<file path="src/verilog/eg_pkg.sv">
`default_nettype none

package eg_pkg;

    localparam logic [4:0] NUM_SLOTS = 5'd18; // Operator slots per frame

    typedef logic [6:0] attn_t;  // 0.375 dB per step
    typedef logic [3:0] rate_t;
    typedef logic [3:0] ksr_t;
    typedef logic [1:0] presc_t;

    typedef enum logic [1:0] {
        ATTACK  = 2'd0,
        DECAY   = 2'd1,
        SUSTAIN = 2'd2,
        RELEASE = 2'd3
    } envstat_e;

    localparam attn_t ATTN_MAX = 7'd127; // Silent

    ////////////////////
    // Rates forced by the rate mux
    localparam rate_t DAMP_RATE        = 4'd12; // Damps the old envelope before a new attack
    localparam rate_t CARRIER_OFF_RATE = 4'd7;
    localparam rate_t SUSTAIN_OFF_RATE = 4'd5;
    localparam rate_t FASTEST_RATE     = 4'd15;

    // Key-scale base level, indexed by FNUM[8:5]
    localparam logic [6:0] KS_TABLE [16] = '{
        7'd0,  7'd32, 7'd40, 7'd45, 7'd48, 7'd51, 7'd53, 7'd55,
        7'd56, 7'd58, 7'd59, 7'd60, 7'd61, 7'd62, 7'd63, 7'd64
    };

endpackage

`default_nettype wire
</file>
<file path="src/verilog/eg_ifs.sv">
`default_nettype none

interface eg_env_if;
    import eg_pkg::*;

    envstat_e envstat_c17;
    envstat_e envstat_c19;
    logic     start_attack_c18;
    logic     start_attack_c19;
    logic     kon_c19;

    logic     quiet_c18;   // Level close to silence
    logic     quiet_c19;
    logic     decay_end;   // Top bits of level reached SL
    logic     attnlv_min;

    modport sm (
        output envstat_c17, envstat_c19, start_attack_c18, start_attack_c19, kon_c19,
        input  quiet_c18, decay_end, attnlv_min
    );

    modport au (
        output quiet_c18, quiet_c19, decay_end, attnlv_min,
        input  envstat_c19, start_attack_c19, kon_c19
    );

    modport rs (
        input envstat_c17, start_attack_c18, quiet_c18
    );
endinterface

interface eg_rate_if;
    import eg_pkg::*;

    rate_t      sat_rate;     // Rate after KSR scaling
    rate_t      atten_rate;   // Zero-bit rate count
    logic       dw_intensity;
    logic [1:0] ksr_lo;
    logic       rate_zero;
    presc_t     presc;

    modport src (output sat_rate, atten_rate, dw_intensity, ksr_lo, rate_zero, presc);
    modport dst (input  sat_rate, atten_rate, dw_intensity, ksr_lo, rate_zero, presc);
endinterface

`default_nettype wire

</file>
<file path="src/verilog/eg_top.sv">
`default_nettype none

module eg_top (
    input  wire            emuclk,
    input  wire            i_RST_n,
    input  wire [8:0]      i_FNUM,
    input  wire [2:0]      i_BLOCK,
    input  wire            i_KON, i_SUSEN, i_ETYP, i_AM, i_KSR, i_MNC_SEL,
    input  wire [5:0]      i_TL,
    input  wire [3:0]      i_AMVAL,
    input  wire [1:0]      i_KSL,
    input  eg_pkg::rate_t  i_AR, i_DR, i_RR, i_SL,
    output eg_pkg::attn_t  o_OP_ATTNLV,
    output logic           o_OP_ATTNLV_MAX
);
    import eg_pkg::*;

    presc_t     presc;
    logic [1:0] envcntr;
    rate_t      attenrate;
    attn_t      attnlv_c18;

    eg_env_if  env ();
    eg_rate_if rate ();

    eg_timebase u_timebase (
        .emuclk      (emuclk),
        .i_RST_n     (i_RST_n),
        .o_CYCLE_00  (),
        .o_CYCLE_21  (),
        .o_PRESC     (presc),
        .o_ENVCNTR   (envcntr),
        .o_ATTENRATE (attenrate)
    );

    eg_state_machine u_state_machine (
        .emuclk  (emuclk),
        .i_RST_n (i_RST_n),
        .i_KON   (i_KON),
        .env     (env.sm)
    );

    eg_rate_select u_rate_select (
        .emuclk (emuclk),
        .i_KON (i_KON), .i_SUSEN (i_SUSEN), .i_ETYP (i_ETYP),
        .i_MNC_SEL (i_MNC_SEL), .i_KSR (i_KSR),
        .i_FNUM (i_FNUM), .i_BLOCK (i_BLOCK),
        .i_AR (i_AR), .i_DR (i_DR), .i_RR (i_RR),
        .i_PRESC (presc), .i_ENVCNTR (envcntr), .i_ATTENRATE (attenrate),
        .env (env.rs), .rate (rate.src)
    );

    eg_attn_update u_attn_update (
        .emuclk       (emuclk),
        .i_RST_n      (i_RST_n),
        .i_SL         (i_SL),
        .env          (env.au),
        .rate         (rate.dst),
        .o_ATTNLV_C18 (attnlv_c18),
        .o_ATTNLV_MAX (o_OP_ATTNLV_MAX)
    );

    eg_level_scale u_level_scale (
        .emuclk (emuclk),
        .i_FNUM (i_FNUM), .i_BLOCK (i_BLOCK), .i_KSL (i_KSL), .i_TL (i_TL),
        .i_AM (i_AM), .i_AMVAL (i_AMVAL),
        .i_ATTNLV    (attnlv_c18),
        .o_OP_ATTNLV (o_OP_ATTNLV)
    );

endmodule

`default_nettype wire

</file>
<file path="src/verilog/eg_level_scale.sv">
`default_nettype none

module eg_level_scale (
    input  wire            emuclk,
    input  wire [8:0]      i_FNUM,
    input  wire [2:0]      i_BLOCK,
    input  wire [1:0]      i_KSL,
    input  wire [5:0]      i_TL,
    input  wire            i_AM,
    input  wire [3:0]      i_AMVAL,
    input  eg_pkg::attn_t  i_ATTNLV,
    output eg_pkg::attn_t  o_OP_ATTNLV
);
    import eg_pkg::*;

    logic [6:0] ks_base;
    logic [3:0] ks_hi;
    logic [5:0] ks_val;
    logic [6:0] ks_shifted;
    logic [7:0] ks_tl_c18;
    logic       am_c18;
    logic [7:0] ks_am;
    logic [7:0] scaled;

    assign ks_base = KS_TABLE[i_FNUM[8:5]];
    assign ks_hi   = {1'b0, ks_base[5:3]} + {1'b0, i_BLOCK};
    assign ks_val  = (ks_hi[3] | ks_base[6]) ? {ks_hi[2:0], ks_base[2:0]} : 6'd0;

    always_comb begin
        case (i_KSL)
            2'd0:    ks_shifted = 7'd0;
            2'd1:    ks_shifted = {2'b00, ks_val[5:1]}; // Half
            2'd2:    ks_shifted = {1'b0, ks_val};
            default: ks_shifted = {ks_val, 1'b0};       // Double
        endcase
    end

    always_ff @(posedge emuclk) begin
        ks_tl_c18 <= {1'b0, ks_shifted} + {1'b0, i_TL, 1'b0};
        am_c18    <= i_AM;
    end

    ////////////////////
    // AM, base level and saturation
    assign ks_am  = {1'b0, ks_tl_c18[6:0]} + {4'd0, am_c18 ? i_AMVAL : 4'd0};
    assign scaled = {1'b0, ks_am[6:0]} + {1'b0, i_ATTNLV};

    always_ff @(posedge emuclk) begin
        o_OP_ATTNLV <= (ks_tl_c18[7] | ks_am[7] | scaled[7]) ? ATTN_MAX : scaled[6:0];
    end

endmodule

`default_nettype wire

</file>
<file path="src/verilog/eg_attn_update.sv">
`default_nettype none

module eg_attn_update (
    input  wire            emuclk,
    input  wire            i_RST_n,
    input  eg_pkg::rate_t  i_SL,
    eg_env_if.au           env,
    eg_rate_if.dst         rate,
    output eg_pkg::attn_t  o_ATTNLV_C18,
    output logic           o_ATTNLV_MAX
);
    import eg_pkg::*;

    logic [4:0] flush_cnt;  // Walks once around the ring after reset
    logic       flush;
    rate_t      rate_final;
    rate_t      sl_c18, sl_c19;
    logic       r12, r13, r14, r15, dw;
    logic       slow_atten, attn_act, dec_attnlv, force_max;
    logic [3:0] delta_sel;
    attn_t      attn_c2, attn_c17, attn_c19, attn_inv, delta, curr;

    assign flush = ~i_RST_n | (flush_cnt != 5'd0);

    always_ff @(posedge emuclk) begin
        if (!i_RST_n) begin
            flush_cnt <= NUM_SLOTS;
        end else if (flush_cnt != 5'd0) begin
            flush_cnt <= flush_cnt - 5'd1;
        end
    end

    ////////////////////
    // Cycle 2 delta selection
    assign r12 = rate.sat_rate == 4'd12;
    assign r13 = rate.sat_rate == 4'd13;
    assign r14 = rate.sat_rate == 4'd14;
    assign r15 = rate.sat_rate == FASTEST_RATE;
    assign dw  = rate.dw_intensity;
    assign rate_final = rate.sat_rate + rate.atten_rate; // Carry dropped

    assign slow_atten = (rate.sat_rate < 4'd12) & ~rate.rate_zero &
                        ((rate_final == 4'd12) |
                         ((rate_final == 4'd13) & rate.ksr_lo[1]) |
                         ((rate_final == 4'd14) & rate.ksr_lo[0]));

    // Linear step in decay, sustain and release
    assign attn_act = ~env.quiet_c19 & ~env.start_attack_c19 &
                      (env.envstat_c19[1] | ((env.envstat_c19 == DECAY) & ~env.decay_end));

    assign delta_sel[0] = slow_atten | (r12 & ~dw);
    assign delta_sel[1] = (r12 & dw) | (r13 & ~dw);
    assign delta_sel[2] = (r13 & dw) | (r14 & ~dw) |
                          (attn_act & ((r12 & (rate.presc == 2'd3) & ~dw) |
                                       (r12 & rate.presc[0] & dw) |
                                       (r13 & rate.presc[0] & ~dw) |
                                       (slow_atten & (rate.presc == 2'd3))));
    assign delta_sel[3] = (r14 & dw) | r15;

    // Attack moves by a fraction of the inverted level
    assign dec_attnlv = (env.envstat_c19 == ATTACK) & env.kon_c19 & ~r15 & ~env.attnlv_min;
    assign attn_inv   = dec_attnlv ? ~attn_c19 : 7'd0;

    assign delta = ({7{delta_sel[0]}} & {{4{dec_attnlv}}, attn_inv[6:4]}) |
                   ({7{delta_sel[1]}} & {{3{dec_attnlv}}, attn_inv[6:3]}) |
                   ({7{delta_sel[2]}} & {{2{dec_attnlv}}, attn_inv[6:3],
                                         attn_act | attn_inv[2]}) |
                   ({7{delta_sel[3]}} & {dec_attnlv, attn_inv[6:3],
                                         attn_act | attn_inv[2], attn_inv[1]});

    assign force_max = env.quiet_c19 & (env.envstat_c19 != ATTACK) & ~env.start_attack_c19;
    assign curr = force_max ? ATTN_MAX : ((r15 & env.start_attack_c19) ? 7'd0 : attn_c19);

    ////////////////////
    // Storage ring
    always_ff @(posedge emuclk) begin
        attn_c2      <= flush ? ATTN_MAX : curr + delta;
        o_ATTNLV_C18 <= attn_c17;
        sl_c18       <= i_SL;
        sl_c19       <= sl_c18;
    end

    eg_delay_line #(.WIDTH(7), .LENGTH(17), .TAP(15)) u_attn_ring (
        .emuclk   (emuclk),
        .i_D      (attn_c2),
        .o_Q_TAP  (attn_c17),
        .o_Q_LAST (attn_c19)
    );

    assign env.quiet_c18  = &attn_c17[6:2];
    assign env.quiet_c19  = &attn_c19[6:2];
    assign env.attnlv_min = attn_c19 == 7'd0;
    assign env.decay_end  = attn_c19[6:3] == sl_c19;
    assign o_ATTNLV_MAX   = attn_c19 == ATTN_MAX;

endmodule

`default_nettype wire

</file>
<file path="src/verilog/eg_rate_select.sv">
`default_nettype none

module eg_rate_select (
    input  wire             emuclk,
    input  wire             i_KON, i_SUSEN, i_ETYP, i_MNC_SEL, i_KSR,
    input  wire [8:0]       i_FNUM,
    input  wire [2:0]       i_BLOCK,
    input  eg_pkg::rate_t   i_AR, i_DR, i_RR,
    input  eg_pkg::presc_t  i_PRESC,
    input  wire [1:0]       i_ENVCNTR,
    input  eg_pkg::rate_t   i_ATTENRATE,
    eg_env_if.rs            env,
    eg_rate_if.src          rate
);
    import eg_pkg::*;

    logic [1:0] sel;
    envstat_e   stat_masked;
    rate_t      rate_c0;
    ksr_t       ksr_c0;
    logic [4:0] rate_scaled;

    // Damp on a pending restart, quick release for a keyed-off carrier
    assign sel = {i_KON & (env.envstat_c17 == RELEASE) & ~env.quiet_c18,
                  ~i_KON & ~i_SUSEN & ~i_MNC_SEL & ~i_ETYP};
    assign stat_masked = env.start_attack_c18 ? ATTACK : env.envstat_c17;

    ////////////////////
    // Cycle 0 rate mux
    always_ff @(posedge emuclk) begin
        case (sel)
            2'b10: rate_c0 <= DAMP_RATE;
            2'b01: rate_c0 <= CARRIER_OFF_RATE;
            default: begin
                case (stat_masked)
                    ATTACK:  rate_c0 <= i_AR;
                    DECAY:   rate_c0 <= i_DR;
                    SUSTAIN: rate_c0 <= i_ETYP ? 4'd0 : i_RR; // Sustained type holds
                    default: rate_c0 <= i_SUSEN ? SUSTAIN_OFF_RATE : i_RR;
                endcase
            end
        endcase
        ksr_c0 <= i_KSR ? {i_BLOCK, i_FNUM[8]} : {2'b00, i_BLOCK[2:1]};
    end

    ////////////////////
    // Cycle 1 scaling
    assign rate_scaled = {1'b0, rate_c0} + {3'b000, ksr_c0[3:2]};

    always_ff @(posedge emuclk) begin
        rate.sat_rate     <= rate_scaled[4] ? FASTEST_RATE : rate_scaled[3:0];
        rate.atten_rate   <= i_ATTENRATE;
        rate.presc        <= i_PRESC;
        rate.ksr_lo       <= ksr_c0[1:0];
        rate.rate_zero    <= rate_c0 == 4'd0;
        rate.dw_intensity <= (ksr_c0[1] & ~i_ENVCNTR[0]) |
                             (ksr_c0[0] & (i_ENVCNTR == 2'd0)) |
                             ((ksr_c0 == 4'd3) & (i_ENVCNTR == 2'd1));
    end

endmodule

`default_nettype wire

</file>
<file path="src/verilog/eg_state_machine.sv">
`default_nettype none

module eg_state_machine (
    input  wire   emuclk,
    input  wire   i_RST_n,
    input  wire   i_KON,
    eg_env_if.sm  env
);
    import eg_pkg::*;

    envstat_e   next_stat;
    logic [1:0] stat_c17;
    logic [1:0] stat_c19;
    logic       kon_c18;
    logic       start_c18r;

    // State ring, written at cycle 2
    eg_delay_line #(.WIDTH(2), .LENGTH(18), .TAP(16)) u_stat_ring (
        .emuclk   (emuclk),
        .i_D      (next_stat),
        .o_Q_TAP  (stat_c17),
        .o_Q_LAST (stat_c19)
    );

    assign env.envstat_c17 = envstat_e'(stat_c17);
    assign env.envstat_c19 = envstat_e'(stat_c19);

    // Restart only once the previous envelope has died out
    assign env.start_attack_c18 = (env.envstat_c17 == RELEASE) & env.quiet_c18 & i_KON;

    always_ff @(posedge emuclk) begin
        if (!i_RST_n) begin
            kon_c18              <= 1'b0;
            env.kon_c19          <= 1'b0;
            start_c18r           <= 1'b0;
            env.start_attack_c19 <= 1'b0;
        end else begin
            kon_c18              <= i_KON;
            env.kon_c19          <= kon_c18;
            start_c18r           <= env.start_attack_c18;
            env.start_attack_c19 <= start_c18r;
        end
    end

    ////////////////////
    // Next state
    always_comb begin
        if (!i_RST_n || (!env.start_attack_c19 && !env.kon_c19)) begin
            next_stat = RELEASE;
        end else if (env.start_attack_c19) begin
            next_stat = ATTACK;
        end else begin
            case (env.envstat_c19)
                ATTACK:  next_stat = env.attnlv_min ? DECAY : ATTACK;
                DECAY:   next_stat = env.decay_end ? SUSTAIN : DECAY;
                SUSTAIN: next_stat = SUSTAIN;
                default: next_stat = RELEASE;
            endcase
        end
    end

endmodule

`default_nettype wire

</file>
<file path="src/verilog/eg_timebase.sv">
`default_nettype none

module eg_timebase (
    input  wire             emuclk,
    input  wire             i_RST_n,
    output logic            o_CYCLE_00,
    output logic            o_CYCLE_21,
    output eg_pkg::presc_t  o_PRESC,
    output logic [1:0]      o_ENVCNTR,
    output eg_pkg::rate_t   o_ATTENRATE
);
    import eg_pkg::*;

    logic [4:0]  slot;
    logic        presc_d0;
    logic [17:0] cntr_sr;   // Envelope counter, LSB leaves first
    logic        cntr_co;
    logic [1:0]  cntr_add;
    logic        det_one;
    logic [16:0] zb_sr;     // Marks the first set bit of the counter
    logic        latch;

    assign o_CYCLE_00 = slot == 5'd0;
    assign o_CYCLE_21 = slot == NUM_SLOTS - 5'd1; // Last slot of a frame

    // Carry injected at the LSB once every four frames
    assign cntr_add = {1'b0, (cntr_co | o_CYCLE_00) & (o_PRESC == 2'd3)} + {1'b0, cntr_sr[0]};
    assign latch    = o_CYCLE_00 & presc_d0;

    ////////////////////
    // Slot counter, prescaler and serial counter
    always_ff @(posedge emuclk) begin
        if (!i_RST_n) begin
            slot        <= 5'd0;
            o_PRESC     <= 2'd0;
            presc_d0    <= 1'b0;
            cntr_sr     <= '0;
            cntr_co     <= 1'b0;
            det_one     <= 1'b0;
            zb_sr       <= '0;
            o_ENVCNTR   <= 2'd0;
            o_ATTENRATE <= 4'd0;
        end else begin
            slot     <= o_CYCLE_21 ? 5'd0 : slot + 5'd1;
            o_PRESC  <= o_CYCLE_21 ? o_PRESC + 2'd1 : o_PRESC;
            presc_d0 <= o_PRESC[0];
            cntr_co  <= cntr_add[1];
            cntr_sr  <= {cntr_add[0], cntr_sr[17:1]};
            det_one  <= o_CYCLE_00 | (det_one & ~cntr_sr[17]); // Armed until first one
            zb_sr    <= {det_one & cntr_sr[17], zb_sr[16:1]};

            // Trailing zero count plus one, latched every other frame
            if (latch) begin
                o_ENVCNTR      <= cntr_sr[1:0];
                o_ATTENRATE[3] <= |zb_sr[12:7];
                o_ATTENRATE[2] <= |{zb_sr[12:11], zb_sr[6:3]};
                o_ATTENRATE[1] <= |{zb_sr[10:9], zb_sr[6:5], zb_sr[2:1]};
                o_ATTENRATE[0] <= |{zb_sr[12], zb_sr[10], zb_sr[8], zb_sr[6],
                                    zb_sr[4], zb_sr[2], zb_sr[0]};
            end
        end
    end

endmodule

`default_nettype wire

</file>
<file path="src/verilog/eg_delay_line.sv">
`default_nettype none

module eg_delay_line #(
    parameter int WIDTH  = 1,
    parameter int LENGTH = 2,
    parameter int TAP    = 1   // Stages up to the mid tap
) (
    input  wire              emuclk,
    input  wire [WIDTH-1:0]  i_D,
    output logic [WIDTH-1:0] o_Q_TAP,
    output logic [WIDTH-1:0] o_Q_LAST
);

    logic [WIDTH-1:0] sr [1:LENGTH];

    always_ff @(posedge emuclk) begin
        sr[1] <= i_D;
        for (int i = 2; i <= LENGTH; i++) begin
            sr[i] <= sr[i-1];
        end
    end

    assign o_Q_TAP  = sr[TAP];
    assign o_Q_LAST = sr[LENGTH];

endmodule

`default_nettype wire

</file>
<file path="config.mk">
export PLATFORM = sky130hd
export DESIGN_NAME = eg_top
export DESIGN_NICKNAME = d
export VERILOG_FILES = /design/src/verilog/eg_pkg.sv /design/src/verilog/eg_ifs.sv /design/src/verilog/eg_top.sv /design/src/verilog/eg_level_scale.sv /design/src/verilog/eg_attn_update.sv /design/src/verilog/eg_rate_select.sv /design/src/verilog/eg_state_machine.sv /design/src/verilog/eg_timebase.sv /design/src/verilog/eg_delay_line.sv
export SDC_FILE = /design/constraint.sdc
export NUM_CORES = 1
export LEC_CHECK = 0
export BUFFER_PORTS_ARGS = -buffer_cell sky130_fd_sc_hd__buf_2
export CORE_MARGIN = 2
export CORE_UTILIZATION = 45
export CTS_BUF_LIST = sky130_fd_sc_hd__clkbuf_2
export CTS_CLUSTER_DIAMETER = 150
export DETAILED_ROUTE_END_ITERATION = 8
export HOLD_SLACK_MARGIN = 0.02
export PLACE_DENSITY = 0.59
export SLEW_MARGIN = 20
export SYNTH_ARGS = -nofsm -noshare
export SYNTH_HDL_FRONTEND = slang
export SYNTH_SLANG_ARGS = --single-unit
</file>
<file path="constraint.sdc">
create_clock -name emuclk -period 6.5 [get_ports emuclk]
set_clock_uncertainty 0.1 [all_clocks]
set_input_delay 0 -clock emuclk [delete_from_list [all_inputs] [get_ports emuclk]]
set_output_delay 0 -clock emuclk [all_outputs]
set_load 0.01 [all_outputs]
</file>
After elaboration in Yosys (flattened, before gate mapping)
Memories as Yosys holds them, arrays and structs flattened.
Cells that the tools add are included.
W data, S select, Z words.
- $add $sub $neg: 11
- bitwise operators: 85
- $mul: 0
- muxes and demuxes: 19
- shift-type cells: 0
- $lt $le $gt $ge: 2
- reduce and logical (&&, ||, !) cells: 21
- divide/modulo/power cells: 0
- equal/unequal tests: 23
- operators with widths (cell ; count):
    $and A1 B1 Y1 ; 41
    $mux W7 ; 5
    $and A7 B7 Y7 ; 4
    $eq A4 B4 Y1 const B ; 7
    $or A7 B7 Y7 ; 3
    $pmux W7 S3 ; 1
    $or A1 B1 Y1 ; 20
    $reduce_or A6 Y1 ; 3
    $add A7 B7 Y8 ; 2
    $not A1 Y1 ; 15
    $eq A2 B2 Y1 const B ; 7
    $mux W4 ; 3
    $pmux W4 S3 ; 1
    $eq A2 B1 Y1 const B ; 5
    $mux W2 ; 5
    $reduce_and A5 Y1 ; 2
    $add A7 B4 Y8 ; 1
    $logic_not A2 Y1 ; 4
    $pmux W4 S2 ; 1
    $add A7 B7 Y7 ; 1
    $eq A7 B7 Y1 const B ; 1
    $logic_not A7 Y1 ; 1
    $not A7 Y7 ; 1
    $reduce_or A7 Y1 ; 1
    other kinds (24) ; 26
- bits in registers: 120
- memories kept: 3
- latch bits: 0
- word-level logic and storage cells: 194
- bits in writable memories: 155
- output and inout port bits: 8
- ROM bits: 112
- input bits: 48
- memory list (name ; words ; width ; read ports ; clocked after memory_dff ; wr ports ; RTL line ; source):
    u_attn_update.u_attn_ring.sr ; 17 ; 7 ; 17 ; 0 ; 17 ; eg_delay_line.sv:14 ; logic [WIDTH-1:0] sr [1:LENGTH];
    (no name shown) ; 16 ; 7 ; 1 ; 0 ; 0 ; eg_level_scale.sv:25 ; assign ks_base = KS_TABLE[i_FNUM[8:5]];
    u_state_machine.u_stat_ring.sr ; 18 ; 2 ; 18 ; 0 ; 18 ; eg_delay_line.sv:14 ;

Logic depth before layout (Yosys ltp)
Gate-level depths: netlist of the first run.
- depth in word-level cells: 14
- mapped depth: 18

By module
A second synthesis of the first run with hierarchy kept.
- cells, all modules: 775
- area total of the unflattened synthesis: 8986.1 µm²
- modules (own cells, without submodules) (module ; area an instance (µm²) ; seq. area each (µm²) ; cells each ; instances):
    eg_delay_line (u_attn_update.u_attn_ring) ; 2487.4 ; 2382.3 ; 133 ; 1
    eg_timebase ; 1637.8 ; 1021.0 ; 149 ; 1
    eg_attn_update ; 1590.3 ; 540.5 ; 180 ; 1
    eg_level_scale ; 1511.4 ; 320.3 ; 174 ; 1
    eg_rate_select ; 849.6 ; 440.4 ; 82 ; 1
    eg_delay_line (u_state_machine.u_stat_ring) ; 750.7 ; 720.7 ; 40 ; 1
    eg_state_machine ; 158.9 ; 80.1 ; 17 ; 1

Least setup slack after synthesis of the first run
No wires, ideal clock.
- path kind: register to register
- start: register u_rate_select.rate.sat_rate[0]
- end: register u_attn_update.attn_c2[6]
- slack: 2545 ps
- library setup time: 124 ps
- cell stages (with the launch flop): 19
- period minus slack after synthesis: 3955 ps
- arrival: 3731 ps
- data required time: 6276 ps
- cell sequence: dfxtp_1 -> ha_1 -> inv_1 -> fa_1 -> bufinv_8 -> a2111oi_4 -> or4b_4 -> nand2_1 -> o21ai_1 -> o221ai_1 -> ha_1 -> inv_1 -> fa_1 -> nor2b_1 -> nor3_1 -> o21bai_1 -> a21oi_1 -> xnor3_1 -> nand2_1
- longest elaborated chain between the ends: 14
- elaborated cells on any way between the ends: 53
- RTL lines (element ; RTL line ; source):
    start: declaration ; eg_ifs.sv:42 ; modport src (output sat_rate, atten_rate, dw_intensity, ksr_lo, rate_zero, presc);
    start signal: assignment ; eg_rate_select.sv:51 ; rate.sat_rate <= rate_scaled[4] ? FASTEST_RATE : rate_scaled[3:0];
    $add A4 B4 Y4 ; eg_attn_update.sv:40 ; assign rate_final = rate.sat_rate + rate.atten_rate;
    $eq A4 B4 Y1 ; eg_attn_update.sv:44 ; ((rate_final == 4'd13) & rate.ksr_lo[1]) |
    $and A1 B1 Y1 ; eg_attn_update.sv:44 ;
    $or A1 B1 Y1 ; eg_attn_update.sv:43 ; ((rate_final == 4'd12) |
    $or A1 B1 Y1 ; eg_attn_update.sv:44 ;
    $and A1 B1 Y1 ; eg_attn_update.sv:42 ; assign slow_atten = (rate.sat_rate < 4'd12) & ~rate.rate_zero &
    $and A1 B1 Y1 ; eg_attn_update.sv:57 ; (slow_atten & (rate.presc == 2'd3))));
    $or A1 B1 Y1 ; eg_attn_update.sv:56 ; (r13 & rate.presc[0] & ~dw) |
    $and A1 B1 Y1 ; eg_attn_update.sv:54 ; (attn_act & ((r12 & (rate.presc == 2'd3) & ~dw) |
    $or A1 B1 Y1 ; eg_attn_update.sv:53 ; assign delta_sel[2] = (r13 & dw) | (r14 & ~dw) |
    $and A7 B7 Y7 ; eg_attn_update.sv:66 ; ({7{delta_sel[2]}} & {{2{dec_attnlv}}, attn_inv[6:3],
    $or A7 B7 Y7 ; eg_attn_update.sv:65 ; ({7{delta_sel[1]}} & {{3{dec_attnlv}}, attn_inv[6:3]}) |
    $or A7 B7 Y7 ; eg_attn_update.sv:67 ; attn_act | attn_inv[2]}) |
    $add A7 B7 Y7 * ; eg_attn_update.sv:77 ; attn_c2 <= flush ? ATTN_MAX : curr + delta;
    end signal: assignment ; eg_attn_update.sv:77 ;
    end: declaration ; eg_attn_update.sv:21 ; attn_t attn_c2, attn_c17, attn_c19, attn_inv, delta, curr;
Every way passes the cells marked *; elsewhere a longest branch is shown, timed or not.
A chain may end at the register's enable or synchronous reset.

Worst setup path after layout of the first run
- start: input i_FNUM[8]
- end: register u_level_scale.ks_tl_c18[5]
- longest elaborated chain between the ends: 9
- RTL lines (element ; RTL line ; source):
    start: declaration ; eg_top.sv:6 ; input wire [8:0] i_FNUM,
    $not A4 Y5 (implied by the code) * ; eg_level_scale.sv:25 ;
    $mem_v2 Z16 W7 * ; -- ;
    $mux W7 (implied by the code) * (2 in a row) ; eg_level_scale.sv:25 ;
    $add A3 B3 Y4 ; eg_level_scale.sv:26 ; assign ks_hi = {1'b0, ks_base[5:3]} + {1'b0, i_BLOCK};
    $or A1 B1 Y1 ; eg_level_scale.sv:27 ; assign ks_val = (ks_hi[3] | ks_base[6]) ? {ks_hi[2:0], ks_base[2:0]} : 6'd0;
    $mux W6 * ; eg_level_scale.sv:27 ;
    $pmux W7 S3 * ; eg_level_scale.sv:30 ; case (i_KSL)
    $add A7 B7 Y8 * ; eg_level_scale.sv:39 ; ks_tl_c18 <= {1'b0, ks_shifted} + {1'b0, i_TL, 1'b0};
    end signal: assignment ; eg_level_scale.sv:39 ;
    end: declaration ; eg_level_scale.sv:20 ; logic [7:0] ks_tl_c18;
Every way passes the cells marked *; elsewhere a longest branch is shown, timed or not. The select of a mux whose other input is x is not followed.

==> results.toml, run 1 <==
[die]
dieHeight_um = 142.2
initial_utilization = 0.4595
ios = 56
die_width_um = 142.2
coreArea_mm2 = 0.01871
dieArea_mm2 = 0.02022
rows = 50

[power]
power.density_mw_per_mm2 = 305.2
swShare = 0.2673
intPower_uw = 2348
seqPwrFrac = 0.542
pwr-share-comb = 0.126
switchingPower_uw = 856.7
leakage_uw = 0.004582
clock_power_share = 0.332
ir_worst_vdd_mv = 0.1326

[worst_setup_path]
arrival_ns = 5.08
cp-start-kind = "input pin"
worst-path-max-fanout = 10
criticalPathCategory = "input pin to register"
critPathRequiredTime_ns = 7.14
end_kind = "register"

[placed_design]
portBuffers = 50
gp_congestion = 0.8055
dpl_cell_area_mm2 = 0.009074
dp_hpwl_um = 9623

[global_route]
grt_max_degree = 61
grt_pass1_wl_um = 26280
antenna_found_initial = 1
track_usage = 0.1624
first_global_vias = 5925
grt-ovfl-total = 0

[route]
routed_via_density = 4.658
first_pass_iters = 4
vias = 5655
ant_nets = 0
drc = 0
drt_iter0_markers = 239
wl_per_cell_um = 12.58
drt_wl_total_um = 15270

[yosys]
netlist_area_mm2 = 0.008594
synth-async-reset-ratio = 0
synth-seq-cells = 268
yosysWarnings = 0
synth_fp_nets = 845
ys_seq_area_frac = 0.6243
syn_area_per_cell_um2 = 11.51
ys_types = 61
synth-main-ff-cell = "dfxtp_1"
synth_edf_count = 0
postSynthCellCount = 747

[cts]
insertion_delay_ns = 0.81
cts_tree = "yes"
cts_inserted_buffers = 67
clockRootBuffer = "clkbuf_2"
path_clk_slew_ns = 0.10
cts_setup_buffers = 0
htreeDepth = 3
clk_path_buf_depth = 3
clock_sinks = 268

[sta]
period_needed_ns = 4.436
worst_slew_pin_slew_ns = 0.8777
period_share = 0.6824
slew_viol_final = 0
grt_setup_unrepaired = "false"
relSlewSlack = 0.4104
finalSetupViolations = 0
hold_viol = 0
hold_slack_ns = 0.1169
setup_tns_ns = 0
timing.fmax_mhz = 225.4

[finish]
nFillCells = 1657
final_nets = 1028
mostFrequentLayoutCells = "dfxtp_1, clkbuf_2, dlygate4sd3_1, and2_1, buf_2"
drive_above_1_share = 0.1716
final_cell_area_mm2 = 0.01050
synthToLayoutAreaGrowth_pct = 22.17
final_common_cell = "dfxtp_1"

[hold_path]
hp-class = "input pin to register"

[outcome]
status = "finished clean"

[flow_run]
drv_cap = 0
synth_stat cells (all sizes together) (6+ instances only):
master,count,area share
dfxtp,268,0.62
and2,55,0.040
nor2,49,0.021
ha,43,0.063
nand2,41,0.018
a21oi,40,0.023
inv,27,0.012
o21ai,21,0.012
clkbuf,16,0.0070
nor2b,15,0.011
xnor2,15,0.015
nand2b,14,0.011
nand3,14,0.0096
xor2,13,0.013
a21o,10,0.0087
nor3,9,0.0052
mux2i,8,0.0093
fa,7,0.016
a31oi,6,0.0051
nor4,6,0.0044
o22ai,6,0.0044
flip-flops by register name, summed over array words and instances, names as in the netlist, 5 cells and up:
signal / count
u_attn_update.o_ATTNLV_C18: 6
u_state_machine.u_stat_ring.sr: 36
u_attn_update.u_attn_ring.sr: 113
u_timebase.zb_sr: 17
u_attn_update.flush_cnt: 5
u_level_scale.ks_tl_c18: 8
u_timebase.cntr_sr: 18
u_timebase.slot: 5
u_attn_update.attn_c2: 7
u_level_scale.o_OP_ATTNLV: 7
cell families after synthesis:
group,Yosys count,share of synthesized area
flops,268,0.6243
simple gates,225,0.1401
compound gates,118,0.08852
fa+ha+maj,50,0.07891
buf+inv,45,0.02125
xor+xnor,29,0.03115
mux,12,0.01587
final timing paths:
| check | depth (start not counted) | slack [ns] | from | end |
|---|---|---|---|---|
| hold reg to reg | 0 | 0.19 | u_attn_update.u_attn_ring.sr[6][13]$_DFF_P_ | u_attn_update.u_attn_ring.sr[7][6]$_DFF_P_ |
| setup / recovery | 16 | 2.06 | i_FNUM[8] | u_level_scale.ks_tl_c18[5]$_DFF_P_ |
| hold / removal | 8 | 0.12 | i_AMVAL[2] | u_level_scale.o_OP_ATTNLV[3]$_SDFF_PP1_ |
| setup reg to reg | 17 | 2.12 | u_rate_select.rate.sat_rate[1]$_SDFF_PP1_ | u_attn_update.attn_c2[6]$_SDFF_PP1_ |
worst max-delay path, cell delays in order:
cell	delay, ns
dlygate4sd3_1	0.54
buf_2	0.18
and3_1	0.19
nor2_1	0.21
ha_1	0.27
a21oi_1	0.13
nor2b_1	0.06
a311oi_1	0.65
a211oi_1	0.07
dlygate4sd3_1	0.61
ha_1	0.20
dlygate4sd3_1	0.56
nor2_1	0.15
dlygate4sd3_1	0.59
xnor2_1	0.11
dlygate4sd3_1	0.55
area by class of cell:
| class | instances | area (µm²) | share of cell area |
|---|---|---|---|
| diodes | 1 | 2.502 | 0.0002383 |
| clock buffers | 93 | 465.4 | 0.04433 |
| clock inverters | 25 | 147.6 | 0.01406 |
| inverters | 28 | 118.9 | 0.01132 |
| multi-input cells | 434 | 3047 | 0.2902 |
| flip-flops and latches | 268 | 5365 | 0.5110 |
| well taps | 234 | 292.8 | 0.02788 |
| repair buffers | 131 | 1061 | 0.1010 |
power groups by stage:
stage	Sequential, µW	Combinational, µW	Clock (µW)
after CTS	1740	400	1120
after global routing	1750	458	1210
final	1740	403	1060
after floorplan	1770	251	0
after global placement	1770	325	0
after detailed placement	1780	334	0
per-layer routing:
layer,GRT usage,wire length (µm)
met1,0.1980,7268
met2,0.2573,6934
met3,0.04778,637
met4,0.09211,430
met5,0,0
per-stage QoR:
| step | util | instances | total power, µW | setup WS [ns] |
|---|---|---|---|---|
| 6_report | 0.5613 | 1214 | 3205 | 2.064 |
| 5_1_grt | 0.5613 | 1214 | 3416 | 1.702 |
| 4_1_cts | 0.5612 | 1213 | 3260 | 2.105 |
| 3_5_place_dp | 0.4851 | 1014 | 2109 | 2.154 |
| 3_3_place_gp | 0.4851 | 1014 | 2099 | 2.177 |
| 2_1_floorplan | - | 747 | 2022 | 2.545 |
timing repair:
| action | CTS | global route |
|---|---|---|
| resized for setup | 0 | 0 |
| endpoints found under the hold margin | 97 | 0 |
| hold buffers | 81 | 0 |
(Power assumes the default switching activity.)
==> run 2, diff against run 1 <==
==> constraint.sdc (replaced) <==
create_clock -name emuclk -period 4.55 [get_ports emuclk]
set_clock_uncertainty 0.1 [all_clocks]
set_input_delay 0 -clock emuclk [delete_from_list [all_inputs] [get_ports emuclk]]
set_output_delay 0 -clock emuclk [all_outputs]
set_load 0.01 [all_outputs]
==> run 2 against run 1 <==
Final area fell by 0.16%. Die area is the same. Cell count shrank 0.74%.
==> results.toml, run 2 (synthesis gave the netlist of run 1 again) <==
[outcome]
status = "finished clean"

[finish]
regMostFlops = "u_attn_update.u_attn_ring.sr"
synthToLayoutAreaGrowth_pct = 21.98
largest_reg_flops = 113
drive_above_1_share = 0.1692
reg.largest.list = "u_attn_update.u_attn_ring.sr x113, u_state_machine.u_stat_ring.sr x36, u_timebase.cntr_sr x18"
mostFrequentLayoutCells = "dfxtp_1, clkbuf_2, dlygate4sd3_1, and2_1, buf_2"
final_common_cell = "dfxtp_1"
nFillCells = 1599
final_nets = 1026

[power]
seqPwrFrac = 0.540
power.density_mw_per_mm2 = 439.1
intPower_uw = 3426
swShare = 0.2559
pwr-share-comb = 0.122
leakage_uw = 0.004568
ir_worst_vdd_mv = 0.1867
clock_power_share = 0.338
switchingPower_uw = 1178

[sta]
relSlewSlack = 0.3990
period_needed_ns = 4.314
hold_slack_ns = 0.1135
setup_tns_ns = 0
finalSetupViolations = 0
slew_viol_final = 0
timing.fmax_mhz = 231.8
grt_setup_unrepaired = "false"
hold_viol = 0
period_share = 0.9480
worst_slew_pin_slew_ns = 0.8947

[cts]
clock_sinks = 268
cts_inserted_buffers = 67
clk_path_buf_depth = 3
htreeDepth = 3
insertion_delay_ns = 0.76
path_clk_slew_ns = 0.09
clockRootBuffer = "clkbuf_2"
cts_tree = "yes"

[worst_setup_path]
arrival_ns = 4.93
worst-path-max-fanout = 10
cp_slowest_cell = "a311oi_1"
cp-start-kind = "input pin"
ff2ff_setup_slack_ns = 0.28
end_kind = "register"
critPathRequiredTime_ns = 5.16
path_cells = "dlygate4sd3_1 > buf_2 > and3_1 > nor2_1 > ha_1 > a21oi_1 > nor2b_1 > a311oi_1 > a21oi_1 > ha_1 > dlygate4sd3_1 > a21oi_1 > o21bai_1 > a21oi_1 > dlygate4sd3_1 > xnor2_1 > dlygate4sd3_1"
critPathLaunch = "i_FNUM[8]"
criticalPathCategory = "input pin to register"
r2r-start = "u_rate_select.rate.sat_rate[0]$_SDFF_PP1_"
max_stage_delay_ns = 0.61
regToRegEndpoint = "u_attn_update.attn_c2[6]$_SDFF_PP1_"
reg2reg_depth = 18

[die]
ios = 56
dieHeight_um = 142.2
rows = 50
initial_utilization = 0.4595
die_width_um = 142.2
coreArea_mm2 = 0.01871
dieArea_mm2 = 0.02022

[placed_design]
gp_congestion = 0.8173
portBuffers = 50
dp_hpwl_um = 9775

[global_route]
first_global_vias = 5923
grt_pass1_wl_um = 26360
antenna_found_initial = 1
grt-ovfl-total = 0
track_usage = 0.1608
grt_max_degree = 61

[hold_path]
hold_start = "i_FNUM[7]"
hold_end = "u_level_scale.ks_tl_c18[5]$_DFF_P_"
whs_path_depth = 6
hp-class = "input pin to register"

[route]
routed_via_density = 4.744
drt_wl_total_um = 15340
wl_per_cell_um = 12.73
drt_iter0_markers = 232
vias = 5717
drc = 0
ant_nets = 0
first_pass_iters = 5

[flow_run]
drv_cap = 0
==> run 2: cell count changes in the layout (fill, tap and decap cells not counted), sizes merged, moves of 2 or more <==
cell         delta
bufinv          +2
clkbuf          -3
clkinv          -5
dlygate4sd3     -2
==> run 2: routing by layer <==
layer	global-route usage	share of wire
met1	0.1947	0.48
met2	0.2578	0.46
met3	0.05518	0.039
met4	0.07579	0.025
met5	0	0
==> run 2: power groups by stage <==
| stage | clock, µW | combinational, µW | sequential [µW] |
|---|---|---|---|
| after floorplan | 0 | 359 | 2530 |
| after global placement | 0 | 465 | 2530 |
| after detailed placement | 0 | 476 | 2540 |
| after CTS | 1640 | 561 | 2480 |
| after global routing | 1760 | 641 | 2500 |
| final | 1560 | 562 | 2480 |
==> run 2: how the worst max path moves through the flow <==
stage,end
2_1_floorplan,u_attn_update.attn_c2[6]$_SDFF_PP1_
6_report,u_level_scale.ks_tl_c18[6]$_DFF_P_
3_5_place_dp,u_attn_update.attn_c2[6]$_SDFF_PP1_
5_1_grt,u_attn_update.attn_c2[6]$_SDFF_PP1_
4_1_cts,u_attn_update.attn_c2[6]$_SDFF_PP1_
3_3_place_gp,u_attn_update.attn_c2[6]$_SDFF_PP1_
==> run 2: cell type report <==
cell class / count / area [µm²] / share of cell area
Inverter: 28 / 118.9 / 0.01134
Sequential cell: 268 / 5370 / 0.5122
Antenna cell: 2 / 5.005 / 0.0004774
Multi-Input combinational cell: 434 / 3049 / 0.2908
Clock buffer: 90 / 450.4 / 0.04296
Timing Repair Buffer: 129 / 1041 / 0.09930
Clock inverter: 20 / 156.4 / 0.01492
Tap cell: 234 / 292.8 / 0.02793
==> run 2: per-stage QoR <==
step	setup slack, ns	power (µW)	area (µm²)	std cells	util
after floorplan	0.5950	2888	8594	747	-
after global placement	0.2784	2999	9074	1014	0.4851
after detailed placement	0.1919	3013	9074	1014	0.4851
after CTS	0.1548	4683	10470	1203	0.5598
after global routing	0.03680	4899	10480	1205	0.5605
final	0.2365	4604	10480	1205	0.5605
==> run 2: worst max-delay path, delay by kind of cell <==
kind                       cells  cell delay, ns
buffers and inverters          5            2.43
adders and majority gates      2            0.59
and+or+nand+nor                3            0.45
AOI/OAI and AO/OA              6            1.36
xor gates and xnor gates       1            0.11
==> run 2: repair_timing <==
item                                   4_1_cts  5_1_grt
hold buffers                                79        0
buffers inserted                             0        0
endpoints found under the hold margin       97        0
setup endpoints to repair                    0        1
resized for setup                            0        4
